**config.mk**
```make
export PLATFORM = sky130hd
export DESIGN_NAME = shift_add_multiplier
export DESIGN_NICKNAME = d
export VERILOG_FILES = /design/src/hdl/mul_types_pkg.sv /design/src/hdl/mul_ctrl_pkg.sv /design/src/hdl/shift_add_ctrl.sv /design/src/hdl/shift_add_datapath.sv /design/src/hdl/shift_add_multiplier.sv
export SDC_FILE = /design/constraint.sdc
export NUM_CORES = 1
export LEC_CHECK = 0
export BUFFER_PORTS_ARGS = -buffer_cell sky130_fd_sc_hd__buf_2
export CAP_MARGIN = 20
export CORE_MARGIN = 1.5
export CORE_UTILIZATION = 55
export DETAILED_ROUTE_END_ITERATION = 10
export GPL_ROUTABILITY_DRIVEN = 0
export PLACE_DENSITY_LB_ADDON = 0.2
export SLEW_MARGIN = 20
export SYNTH_ARGS = -nofsm -noshare
export SYNTH_HDL_FRONTEND = slang
export SYNTH_SLANG_ARGS = --single-unit
```
**constraint.sdc**
```tcl
create_clock -name Clock -period 7.2 [get_ports Clock]
set_input_delay 0.72 -clock Clock [delete_from_list [all_inputs] [get_ports Clock]]
set_output_delay 0.72 -clock Clock [all_outputs]
set_load 0.1 [all_outputs]
```
**src/hdl/mul_types_pkg.sv**
```systemverilog
// Datapath types shared by the multiplier and its surroundings
package mul_types_pkg;

	// Width of each unsigned operand
	localparam int OPERAND_WIDTH = 32;

	// Full product width, no truncation
	localparam int PRODUCT_WIDTH = 2 * OPERAND_WIDTH;

	// Operand pair as offered on the input handshake
	// a is the multiplicand, b the multiplier
	typedef struct packed {
		// Multiplicand, shifted left during the calculation
		logic [OPERAND_WIDTH-1:0] a;
		// Multiplier, scanned from its low bit upward
		logic [OPERAND_WIDTH-1:0] b;
	} mul_operands_t;

	// Product as held on the output side
	// Also the width of the shifting multiplicand register
	typedef logic [PRODUCT_WIDTH-1:0] mul_product_t;

endpackage

```
**src/hdl/mul_ctrl_pkg.sv**
```systemverilog
// Control encoding between the controller and the datapath
package mul_ctrl_pkg;

	// One shift-add step per multiplier bit
	localparam int STEP_COUNT = 32;

	// Counter must hold 0 through STEP_COUNT inclusive
	localparam int STEP_COUNT_WIDTH = 6;

	// Controller states
	typedef enum logic [1:0] {
		// Waiting for an operand pair with in_ready high
		STATE_IDLE = 2'd0,
		// Running the shift-add steps
		STATE_CALC = 2'd1,
		// Holding the product until ack
		STATE_DONE = 2'd2
	} mul_state_t;

	// Control word driven to the datapath every cycle
	typedef struct packed {
		// Capture operands and clear the accumulator
		logic load;
		// Shift multiplicand left and multiplier right
		logic step;
		// Add the multiplicand to the accumulator on this step
		logic add_en;
	} mul_ctrl_t;

endpackage

```
**src/hdl/shift_add_ctrl.sv**
```systemverilog
`timescale 1ns/1ps

// Controller of the shift-and-add multiplier
// Moore FSM idle -> calc -> done -> idle
// Valid/ready on the operand side, done/ack on the product side
module shift_add_ctrl
(
	input logic Clock,
	input logic Reset,

	// Operand side
	input logic in_valid,
	output logic in_ready,

	// Product side
	input logic ack,
	output logic out_valid,

	// Low bit of the shifting multiplier, from the datapath
	input logic b_lsb,

	// Control word to the datapath
	output mul_ctrl_pkg::mul_ctrl_t ctrl
);

	// Counter type, sized to hold STEP_COUNT itself
	typedef logic [mul_ctrl_pkg::STEP_COUNT_WIDTH-1:0] step_cnt_t;

	// Current and next state
	mul_ctrl_pkg::mul_state_t state;
	mul_ctrl_pkg::mul_state_t next_state;

	// Number of steps done in the current calculation
	step_cnt_t step_cnt;

	// High in the calc cycle whose step completes the product
	logic last_step;

	// Operand pair taken on this edge
	logic accept;

	// Transfer happens only while idle
	assign in_ready = (state == mul_ctrl_pkg::STATE_IDLE);
	assign accept = in_valid && in_ready;

	// Step that moves the count from STEP_COUNT-1 to STEP_COUNT
	assign last_step = (state == mul_ctrl_pkg::STATE_CALC)
		&& (step_cnt == step_cnt_t'(mul_ctrl_pkg::STEP_COUNT - 1));

	// State, counter and output flag registers
	always_ff @(posedge Clock, posedge Reset)
	begin
		if (Reset)
		begin
			state <= mul_ctrl_pkg::STATE_IDLE;
			step_cnt <= '0;
			out_valid <= 1'b0;
		end
		else
		begin
			state <= next_state;

			// Registered flag, rises together with the done state
			out_valid <= (next_state == mul_ctrl_pkg::STATE_DONE);

			// Cleared on acceptance, counts every step
			// Stays at STEP_COUNT through done
			if (ctrl.load)
			begin
				step_cnt <= '0;
			end
			else if (ctrl.step)
			begin
				step_cnt <= step_cnt + step_cnt_t'(1);
			end
		end
	end

	// Next state logic
	always_comb
	begin
		// Hold by default
		next_state = state;

		case (state)
			mul_ctrl_pkg::STATE_IDLE:
			begin
				// Leave idle on the acceptance edge
				if (accept)
				begin
					next_state = mul_ctrl_pkg::STATE_CALC;
				end
			end

			mul_ctrl_pkg::STATE_CALC:
			begin
				// 32 steps, no early exit on a zero multiplier
				if (last_step)
				begin
					next_state = mul_ctrl_pkg::STATE_DONE;
				end
			end

			mul_ctrl_pkg::STATE_DONE:
			begin
				// Product held until the consumer takes it
				if (ack)
				begin
					next_state = mul_ctrl_pkg::STATE_IDLE;
				end
			end

			default:
			begin
				// Unused encoding falls back to idle
				next_state = mul_ctrl_pkg::STATE_IDLE;
			end
		endcase
	end

	// Control word
	always_comb
	begin
		// Load on acceptance, operands captured on that same edge
		ctrl.load = accept;

		// Every calc cycle is one step
		ctrl.step = (state == mul_ctrl_pkg::STATE_CALC);

		// Add only when the bit under inspection is set
		ctrl.add_en = ctrl.step && b_lsb;
	end

	// Counter stays within 0 .. STEP_COUNT for the whole run
	a_cnt_range: assert property (@(posedge Clock) disable iff (Reset)
		step_cnt <= step_cnt_t'(mul_ctrl_pkg::STEP_COUNT));

	// Registered done flag never runs ahead of or behind the state
	a_valid_in_done: assert property (@(posedge Clock) disable iff (Reset)
		out_valid |-> (state == mul_ctrl_pkg::STATE_DONE));

	// Datapath never sees a load and a shift in one cycle
	a_load_step_excl: assert property (@(posedge Clock) disable iff (Reset)
		!(ctrl.load && ctrl.step));

endmodule

```
**src/hdl/shift_add_datapath.sv**
```systemverilog
`timescale 1ns/1ps

// Datapath of the shift-and-add multiplier
// Multiplicand shifts left, multiplier shifts right,
// accumulator adds the multiplicand when the low multiplier bit is set
module shift_add_datapath
(
	input logic Clock,
	input logic Reset,

	// Control word from the controller
	input mul_ctrl_pkg::mul_ctrl_t ctrl,

	// Operand pair, sampled on load
	input mul_types_pkg::mul_operands_t operands,

	// Low bit of the shifting multiplier
	output logic b_lsb,

	// Accumulated product
	output mul_types_pkg::mul_product_t product
);

	// Multiplicand, full product width so no bit falls off the top
	mul_types_pkg::mul_product_t multiplicand;

	// Multiplier, consumed one bit per step from the bottom
	logic [mul_types_pkg::OPERAND_WIDTH-1:0] multiplier;

	// Product accumulator
	mul_types_pkg::mul_product_t product_q;

	// Sum for the current step
	mul_types_pkg::mul_product_t sum;

	// Adder sees the multiplicand before this step's shift
	assign sum = product_q + multiplicand;

	// Operand shift registers
	always_ff @(posedge Clock)
	begin
		if (ctrl.load)
		begin
			// Zero-extend a into the upper half
			multiplicand <= mul_types_pkg::mul_product_t'(operands.a);
			multiplier <= operands.b;
		end
		else if (ctrl.step)
		begin
			// Next bit weight
			multiplicand <= multiplicand << 1;
			// Next multiplier bit moves into bit 0
			multiplier <= multiplier >> 1;
		end
	end

	// Accumulator
	always_ff @(posedge Clock, posedge Reset)
	begin
		if (Reset)
		begin
			product_q <= '0;
		end
		else if (ctrl.load)
		begin
			// Fresh start for the new pair
			product_q <= '0;
		end
		else if (ctrl.step && ctrl.add_en)
		begin
			product_q <= sum;
		end
	end

	// Feedback for the controller's add decision
	assign b_lsb = multiplier[0];

	// Result straight from the accumulator
	assign product = product_q;

	// Outside load and step the product is frozen, which covers the done hold
	a_product_hold: assert property (@(posedge Clock) disable iff (Reset)
		(!ctrl.load && !ctrl.step) |=> $stable(product));

endmodule

```
**src/hdl/shift_add_multiplier.sv**
```systemverilog
`timescale 1ns/1ps

// Unsigned 32 x 32 shift-and-add multiplier
// One product in flight, 32 cycles from acceptance to out_valid
module shift_add_multiplier
(
	input logic Clock,
	input logic Reset,

	// Operand side, valid/ready
	input logic in_valid,
	output logic in_ready,
	input mul_types_pkg::mul_operands_t operands,

	// Product side, held until ack
	output logic out_valid,
	input logic ack,
	output mul_types_pkg::mul_product_t product
);

	// Control word from controller to datapath
	mul_ctrl_pkg::mul_ctrl_t ctrl;

	// Current multiplier bit back to the controller
	logic b_lsb;

	// Sequencing and both handshakes
	shift_add_ctrl u_ctrl
	(
		.Clock (Clock),
		.Reset (Reset),
		.in_valid (in_valid),
		.in_ready (in_ready),
		.ack (ack),
		.out_valid (out_valid),
		.b_lsb (b_lsb),
		.ctrl (ctrl)
	);

	// Operand registers and accumulator
	shift_add_datapath u_datapath
	(
		.Clock (Clock),
		.Reset (Reset),
		.ctrl (ctrl),
		.operands (operands),
		.b_lsb (b_lsb),
		.product (product)
	);

endmodule

```
Word-level counts from Yosys, hierarchy flattened
Cells that the tools add are included.
{"block": "op_classes", "add_sub_neg": 2, "n_eq_ne": 4, "n_mux": 12, "n_reduce_logical": 7}
{"cell": "32-bit two-way mux", "count": 4}
{"cell": "64-bit two-way mux", "count": 2}
{"cell": "64-bit adder", "count": 1}
{"cell": "6-bit two-way mux", "count": 2}
{"cell": "6-bit by 1-bit adder with 6-bit output (second input constant)", "count": 1}
{"cell": "6-bit by 5-bit == test with 1-bit output (second input constant)", "count": 1}
{"cell": "2-bit two-way mux", "count": 3}
{"cell": "2-bit case mux with 3 select lines", "count": 1}
{"cell": "2-bit == test (second input constant)", "count": 2}
{"cell": "1-bit logical AND", "count": 4}
{"cell": "2-bit nonzero test", "count": 2}
{"cell": "2-bit by 1-bit == test with 1-bit output (second input constant)", "count": 1}
{"cell": "2-bit zero test", "count": 1}
{"block": "totals", "ff_bits": 169, "input_bits": 68, "out_inout_bits": 66, "elab_cells": 32}

Longest topological paths before layout
Gate-level depths: netlist of run 1.
{"block": "depth", "depth_word": 5, "ltp_mapped": 12, "depth_no_buf": 12}

Modules after synthesis
From an unflattened synthesis of run 1, not the netlist that was laid out.
{"block": "unflattened", "cells_unflattened": 1067, "hier_area_um2": 10282.4}
{"mod": "shift_add_datapath", "n_inst": 1, "cells_per_inst": 1023, "area_per_inst_um2": 9835.7, "seq_area_each_um2": 4164.0}
{"mod": "shift_add_ctrl", "n_inst": 1, "cells_per_inst": 44, "area_per_inst_um2": 446.7, "seq_area_each_um2": 225.2}

Least setup slack after synthesis of run 1
No wires, ideal clock.
{"block": "synth_timing", "kind": "reg2reg", "from": "register u_ctrl.state[0]", "to": "register u_datapath.multiplicand[0] (enable)", "setup_ns": 0.418, "arrival_time_ns": 3.578, "t_required_ns": 6.782, "slack_ns": 3.204, "path_stages_with_launch": 6, "n_path_buf": 1, "synth_period_minus_slack_ns": 3.996, "cell_sequence": "dfrtp_1 -> nor2_1 -> and2_1 -> clkbuf_1 -> nor2_1 -> inv_1"}
{"block": "synth_between", "elab_chain_cells": 3, "elab_cells_between_ends": 4, "cone_classes": "eq/ne (1); reduce/logical (3)"}
{"item": "start, declared", "line_no": "shift_add_ctrl.sv:30", "rtl": "mul_ctrl_pkg::mul_state_t state;"}
{"item": "start signal, assigned", "line_no": "shift_add_ctrl.sv:55", "rtl": "state <= mul_ctrl_pkg::STATE_IDLE;"}
{"item": "start signal, assigned", "line_no": "shift_add_ctrl.sv:61", "rtl": "state <= next_state;"}
{"item": "2-bit zero test", "line_no": "shift_add_ctrl.sv:43", "rtl": "assign in_ready = (state == mul_ctrl_pkg::STATE_IDLE);"}
{"item": "named net in_ready", "line_no": "shift_add_multiplier.sv:12", "rtl": "output logic in_ready,"}
{"item": "1-bit logical AND", "line_no": "shift_add_ctrl.sv:44", "rtl": "assign accept = in_valid && in_ready;"}
{"item": "2-bit nonzero test (no source line)"}
{"item": "end signal, assigned", "line_no": "shift_add_datapath.sv:45", "rtl": "multiplicand <= mul_types_pkg::mul_product_t'(operands.a);"}
{"item": "end signal, assigned", "line_no": "shift_add_datapath.sv:51", "rtl": "multiplicand <= multiplicand << 1;"}
{"item": "end, declared", "line_no": "shift_add_datapath.sv:25", "rtl": "mul_types_pkg::mul_product_t multiplicand;"}
The timed path passes the listed nets, and every way through them passes these cells.
A chain may end at the register's enable or synchronous reset.

Worst setup path after layout of run 1
{"block": "layout_timing", "from": "register u_datapath.product_q[0] (netlist: u_datapath.product[0])", "to": "register u_datapath.product_q[46] (netlist: u_datapath.product[46])"}
{"block": "layout_between", "elab_chain_cells": 3}
{"item": "start, declared", "line_no": "shift_add_datapath.sv:31", "rtl": "mul_types_pkg::mul_product_t product_q;"}
{"item": "start signal, assigned", "line_no": "shift_add_datapath.sv:71", "rtl": "product_q <= sum;"}
{"item": "64-bit adder", "line_no": "shift_add_datapath.sv:37", "rtl": "assign sum = product_q + multiplicand;"}
{"item": "64-bit two-way mux", "line_no": "shift_add_datapath.sv:69", "rtl": "else if (ctrl.step && ctrl.add_en)"}
{"item": "64-bit two-way mux", "line_no": "shift_add_datapath.sv:64", "rtl": "else if (ctrl.load)"}
Every way passes these cells. The select of a mux whose other input is x is not followed.

==> qor.csv, run 1 <==
stage,metric,value,unit
clock_network,cts_resized,0,
setup_path,cpMostUsedCell,a21oi_1,
sta,drv_slew,0,
layout,nets,1419,
setup_path,end_kind,flip-flop,
global_route,grt_util_met2,0.425,
clock_network,cts_setup_buffers,0,
global_route,grt_pass1_wl,42100,um
global_route,grtUsageMet1,0.367,
global_route,met3_usage,0.0492,
sta,fmax,274,MHz
routing,routed_via_density,5.84,
placed_design,dp_hpwl,17800,um
setup_path,crit_fanout,5,
setup_path,cp-start-kind,flip-flop,
setup_path,slowest_delay,0.64,ns
layout,fillers,1542,
clock_network,hold_buffers,0,
run_status,status,"finished, final reports clean",
yosys,synth-seq-area-share,0.435,
routing,wl,25400,um
setup_path,critPathRequiredTime,7.55,ns
yosys,ys_ff_latch,169,
routing,drt_first_pass_iters,5,
global_route,overflow,0,
layout,utilization,0.638,
yosys,synth_area_per_cell,8.48,sq um
clock_network,ctsHtreeMaxLevel,4,
sta,fin_tns_setup,0,ns
yosys,synth_cell_types,68,
yosys,yosys.area.top_type_share,0.190,
die,ioPinCount,134,
placed_design,port_buffers,133,
setup_path,arrival,4.01,ns
routing,dr.first_iter.drc_count,858,
yosys,syn_area,10100,sq um
yosys,syn_nets,1324,
sta,setup_viol,0,
sta,fin_crit_sh,0.508,
clock_network,clk_pin_slew,0.06,ns
layout,area_growth,13.5,%
yosys,syn_inst,1191,
yosys,synth_async_sr_flop_share,0.432,
yosys,yosys-top-cells-area,"edfxtp_1 19%, dfrtp_1 18%, nand2_1 14%, ha_1 7.9%, dfxtp_1 6.3%",
die,die_w,139,um
layout,drive_gt1_frac,0.147,
routing,drc,0,
sta,tightestPinTransition,1.00,ns
run,maxCapViolations,0,
sta,fin_skew,0.0156,ns
die,dieArea,19200,sq um
yosys,synth_top_cell_by_area,edfxtp_1,
yosys,yosysMostFrequentCell,nand2_1,
routing,wl_per_cell,16.6,um
routing,ant_nets,0,
die,placementRows,49,
global_route,grt.total_usage,0.268,
placed_design,dp_slack,3.59,ns
sta,setup_slack,3.55,ns
global_route,antenna_found_initial,1,
clock_network,clk_latency,0.44,ns
sta,hold_viol_final,0,
sta,max_slew_margin,0.331,
clock_network,cts_buffers,17,
yosys,synth_warnings,0,
clock_network,cts.sinks,169,
clock_network,cts_tree,built,
yosys,synth_edf_count,64,
sta,period_minus_slack,3.65,ns
setup_path,path_cells,ha_1 -> fa_1 -> a21oi_1 -> o211ai_1 -> a21oi_1 -> o41ai_2 -> a31oi_1 -> or4_1 -> o21ai_0 -> a21oi_1 -> xor2_1 -> o21ai_0,
min_path,hold_class,reg2reg,
global_route,grt_pass1_vias,8613,
yosys,ys.flop_type,dfrtp_1,
setup_path,crit_type,reg2reg,
routing,vias,8931,
clock_network,root_buffer,clkbuf_16,
global_route,grt_max_degree,75,
sta,rsz0062_at_grt,false,
yosys,synthTopCellsByCount,"366 x nand2_1, 108 x a21oi_1, 101 x o21ai_0",
die,coreArea,18000,sq um
global_route,grt.busiest_layer,met2,
clock_network,clockBufferDepth,2,
die,initial_core_util,0.562,
die,die_h,139,um
setup_path,slowest_stage,or4_1,
## flip-flops by register name, indices dropped and copies added, names as in the netlist
register and count:
u_ctrl.out_valid 1, u_ctrl.state 2, u_ctrl.step_cnt 6, u_datapath.multiplicand 64, u_datapath.multiplier 32, u_datapath.product 64
## metal layers
layer | vias up | share of wire | wire length, um
li1 | 4372 | - | -
met1 | 4178 | 0.46 | 11700
met2 | 331 | 0.45 | 11500
met3 | 50 | 0.064 | 1620
met4 | 0 | 0.026 | 655
met5 | - | 0 | 0
## path summary, 6_finish.rpt
kind,start,end,cells past startpoint,slack [ns]
worst max-delay path,u_datapath.product[0],u_datapath.product[46],12,3.55
worst min-delay path,u_datapath.product[63],u_datapath.product[63],1,0.48
worst max register to register,u_datapath.product[0],u_datapath.product[46],12,3.55
worst min register to register,u_datapath.product[63],u_datapath.product[63],1,0.48
max in group asynchronous,Reset,u_datapath.product[47],3,5.96
min in group asynchronous,Reset,u_datapath.product[14],3,0.59
## cell families after synthesis
group | after synthesis | synth area share
compound gates | 329 | 0.200
fa+ha+maj | 65 | 0.0813
simple gates | 487 | 0.201
flops | 169 | 0.435
xor+xnor | 60 | 0.0520
buf+inv | 80 | 0.0297
mux | 1 | 0.000991
## worst max-delay path: cells and delay by family, from the launching register on
family	cells	cell delay, ns
flip-flops	1	0.37
AND/OR/NAND/NOR	1	0.64
adder cells (fa/ha/maj)	2	0.42
XOR/XNOR	1	0.15
AO/OA/AOI/OAI	8	1.99
## layout by cell type (no fill, tap or decap), types with 17 or more instances in the layout
cell | synthesis | layout
a21oi_1 | 108 | 108
nor2_1 | 38 | 37
dfxtp_1 | 32 | 32
buf_2 | 0 | 133
xor2_1 | 26 | 26
ha_1 | 64 | 64
nand2_1 | 366 | 365
clkbuf_16 | 0 | 17
o21ai_0 | 101 | 101
xnor2_1 | 34 | 34
dfrtp_1 | 73 | 73
edfxtp_1 | 64 | 64
nand4_1 | 17 | 17
a21o_1 | 29 | 29
## cell type report
| type | instances | area (sq um) | share of cell area |
|---|---|---|---|
| inverter | 15 | 56.3 | 0.00491 |
| multi-input combinational | 942 | 5420 | 0.473 |
| sequential | 169 | 4390 | 0.383 |
| tap | 229 | 287 | 0.0250 |
| clock inverter | 14 | 148 | 0.0129 |
| antenna | 1 | 2.50 | 0.000218 |
| timing repair buffer | 141 | 726 | 0.0633 |
| clock buffer | 18 | 429 | 0.0374 |
## metrics by stage
stage / area (sq um) / hold slack (ns) / instances
finish: 11500 / 0.476 / 1529
detailed placement: 10900 / 0.465 / 1496
floorplan: 10100 / 0.448 / 1191
CTS: 11500 / 0.479 / 1528
global route: 11500 / 0.498 / 1528
global placement: 10900 / 0.460 / 1496
Power of run 1 is not shown: default switching activity piles up to over one toggle a cycle in this logic, so the estimate is an artifact.
==> inputs of run 2 (changes only) <==
- CORE_UTILIZATION: 55 -> 53
- clock period: 7.2 -> 3.2 ns (I/O delays scaled with it)
==> run 2 against run 1 <==
The flow now finishes with violations (negative setup slack). Flip-flop and latch count did not move. Wire length is 6.2% higher. Global-route usage is 1.3 points higher. Critical path depth is 1 lower. Die area up 3.7%. Highest routed layer unchanged.
==> qor.csv, run 2 (synthesis gave the netlist of run 1 again) <==
stage,metric,value,unit
setup_path,critPathRequiredTime,3.57,ns
global_route,grt.total_usage,0.281,
min_path,hold_class,in2reg,
sta,tightestPinTransition,0.791,ns
setup_path,end_kind,flip-flop,
layout,finalNonFillerCells,1611,
clock_network,cts.sinks,169,
setup_path,cp_num_buf_inv,0,
global_route,grt_max_degree,74,
die,placementRows,50,
sta,max_slew_margin,0.472,
die,coreArea,18700,sq um
setup_path,arrival,3.58,ns
layout,multi_input_area,5710,sq um
sta,setup_slack,-0.0143,ns
layout,final_common_cell,nand2_1,
routing,drc,0,
run,maxCapViolations,0,
global_route,overflow,0,
setup_path,crit_fanout,4,
sta,fmax,311,MHz
clock_network,clk_latency,0.43,ns
routing,dr.first_iter.drc_count,756,
sta,drv_slew,0,
setup_path,cp-start-kind,flip-flop,
clock_network,cts_buffers,17,
global_route,grtUsageMet1,0.389,
run_status,violations,negative setup slack,
placed_design,dp_hpwl,19100,um
setup_path,crit_type,reg2reg,
clock_network,clockBufferDepth,2,
die,die_h,141,um
sta,whs,0.141,ns
layout,nets,1497,
routing,vias,9278,
setup_path,critical-path-top-delay-family,compound AO/OA/AOI/OAI gates,
die,dieArea,19900,sq um
die,ioPinCount,134,
run_status,status,"complete, but fails checks",
layout,diodes,0,
clock_network,clk_pin_slew,0.07,ns
die,die_w,141,um
placed_design,port_buffers,133,
routing,wl,27000,um
setup_path,slowest_delay,0.43,ns
layout,ff_latch_area,4430,sq um
sta,rsz0062_at_grt,true,
placed_design,dp_slack,-0.0514,ns
routing,wl_per_cell,16.8,um
routing,routed_via_density,5.76,
global_route,grt.busiest_layer,met2,
global_route,grt_util_met2,0.449,
routing,ant_nets,0,
sta,hold_viol_final,0,
die,initial_core_util,0.540,
clock_network,ctsHtreeMaxLevel,4,
layout,layout_common_cells,"365 x nand2_1, 133 x buf_2, 101 x a21oi_1, 95 x o21ai_0, 82 x buf_4",
sta,setup_viol,1,
layout,area_growth,22.9,%
setup_path,path_cells,ha_4 -> nand2_4 -> or3b_4 -> a211oi_4 -> o21ai_2 -> a311o_2 -> a2111oi_4 -> nor2_2 -> o31a_1 -> or4_1 -> nand3_1,
sta,fin_skew,0.0100,ns
global_route,grt_pass1_vias,8928,
global_route,antenna_found_initial,0,
layout,drive_gt1_frac,0.245,
placed_design,dp.cells,1570,
clock_network,cts_tree,built,
global_route,met3_usage,0.0526,
global_route,grt_pass1_wl,45000,um
clock_network,root_buffer,clkbuf_16,
setup_path,slowest_stage,edfxtp_1,
sta,period_minus_slack,3.21,ns
sta,fin_crit_sh,1.00,
layout,fillers,1585,
routing,drt_first_pass_iters,6,
==> run 2: cell types whose count changed in the layout (fill, tap and decap cells not counted), moves of 3 or more <==
| cell | before | now |
|---|---|---|
| ha_1 | 64 | 53 |
| ha_4 | 0 | 10 |
| o21ai_2 | 0 | 3 |
| o21ai_1 | 2 | 5 |
| dfrtp_1 | 73 | 40 |
| inv_8 | 0 | 4 |
| a21oi_2 | 0 | 6 |
| a21oi_1 | 108 | 101 |
| dfrtp_2 | 0 | 33 |
| buf_12 | 0 | 3 |
| buf_4 | 8 | 82 |
| o21ai_0 | 101 | 95 |
==> run 2: final timing paths <==
check                                       startpoint                           to  slack, ns  cells after the start
max                         u_datapath.multiplicand[3]       u_datapath.product[59]      -0.01                     11
max in group asynchronous                        Reset       u_datapath.product[34]       2.31                      4
min                                       operands[49]  u_datapath.multiplicand[17]       0.14                      3
min in group asynchronous                        Reset        u_datapath.product[8]       0.54                      4
min reg2reg                u_datapath.multiplicand[55]  u_datapath.multiplicand[56]       0.48                      2
max reg2reg                 u_datapath.multiplicand[3]       u_datapath.product[59]      -0.01                     11
==> run 2: final cells by class <==
cell class,instances,share of cell area
Clock inverter,15,0.0110
Timing Repair Buffer,219,0.109
Multi-Input combinational cell,942,0.460
Sequential cell,169,0.357
Clock buffer,17,0.0343
Inverter,15,0.00484
Tap cell,234,0.0236
==> run 2: tightest hold or removal path: stages <==
cell     delay, ns
buf_2         0.07
nand2_1       0.04
nand2_1       0.04
==> run 2: routing by layer <==
layer  routed length (um)  part of all wire
met2                12600              0.47
met1                12500              0.46
met5                    0                 0
met3                 1450             0.053
met4                  473             0.017
==> run 2: what timing repair did <==
action | in CTS | in global routing
hold buffers | 1 | 0
resized for setup | 7 | 32
setup endpoints to repair | 6 | 19
hold endpoints to repair | 43 | 0
setup buffers | 2 | 7
pin swaps | 0 | 18
==> run 2: metrics by stage <==
stage	util	setup TNS (ns)	cell area, sq um
2_1_floorplan	-	-0.119	10300
3_3_place_gp	0.620	0	11600
3_5_place_dp	0.620	-0.0679	11600
4_1_cts	0.653	-0.0335	12200
5_1_grt	0.663	-0.406	12400
6_report	0.663	-0.0143	12400
Power of run 2 is left out for the same reason.
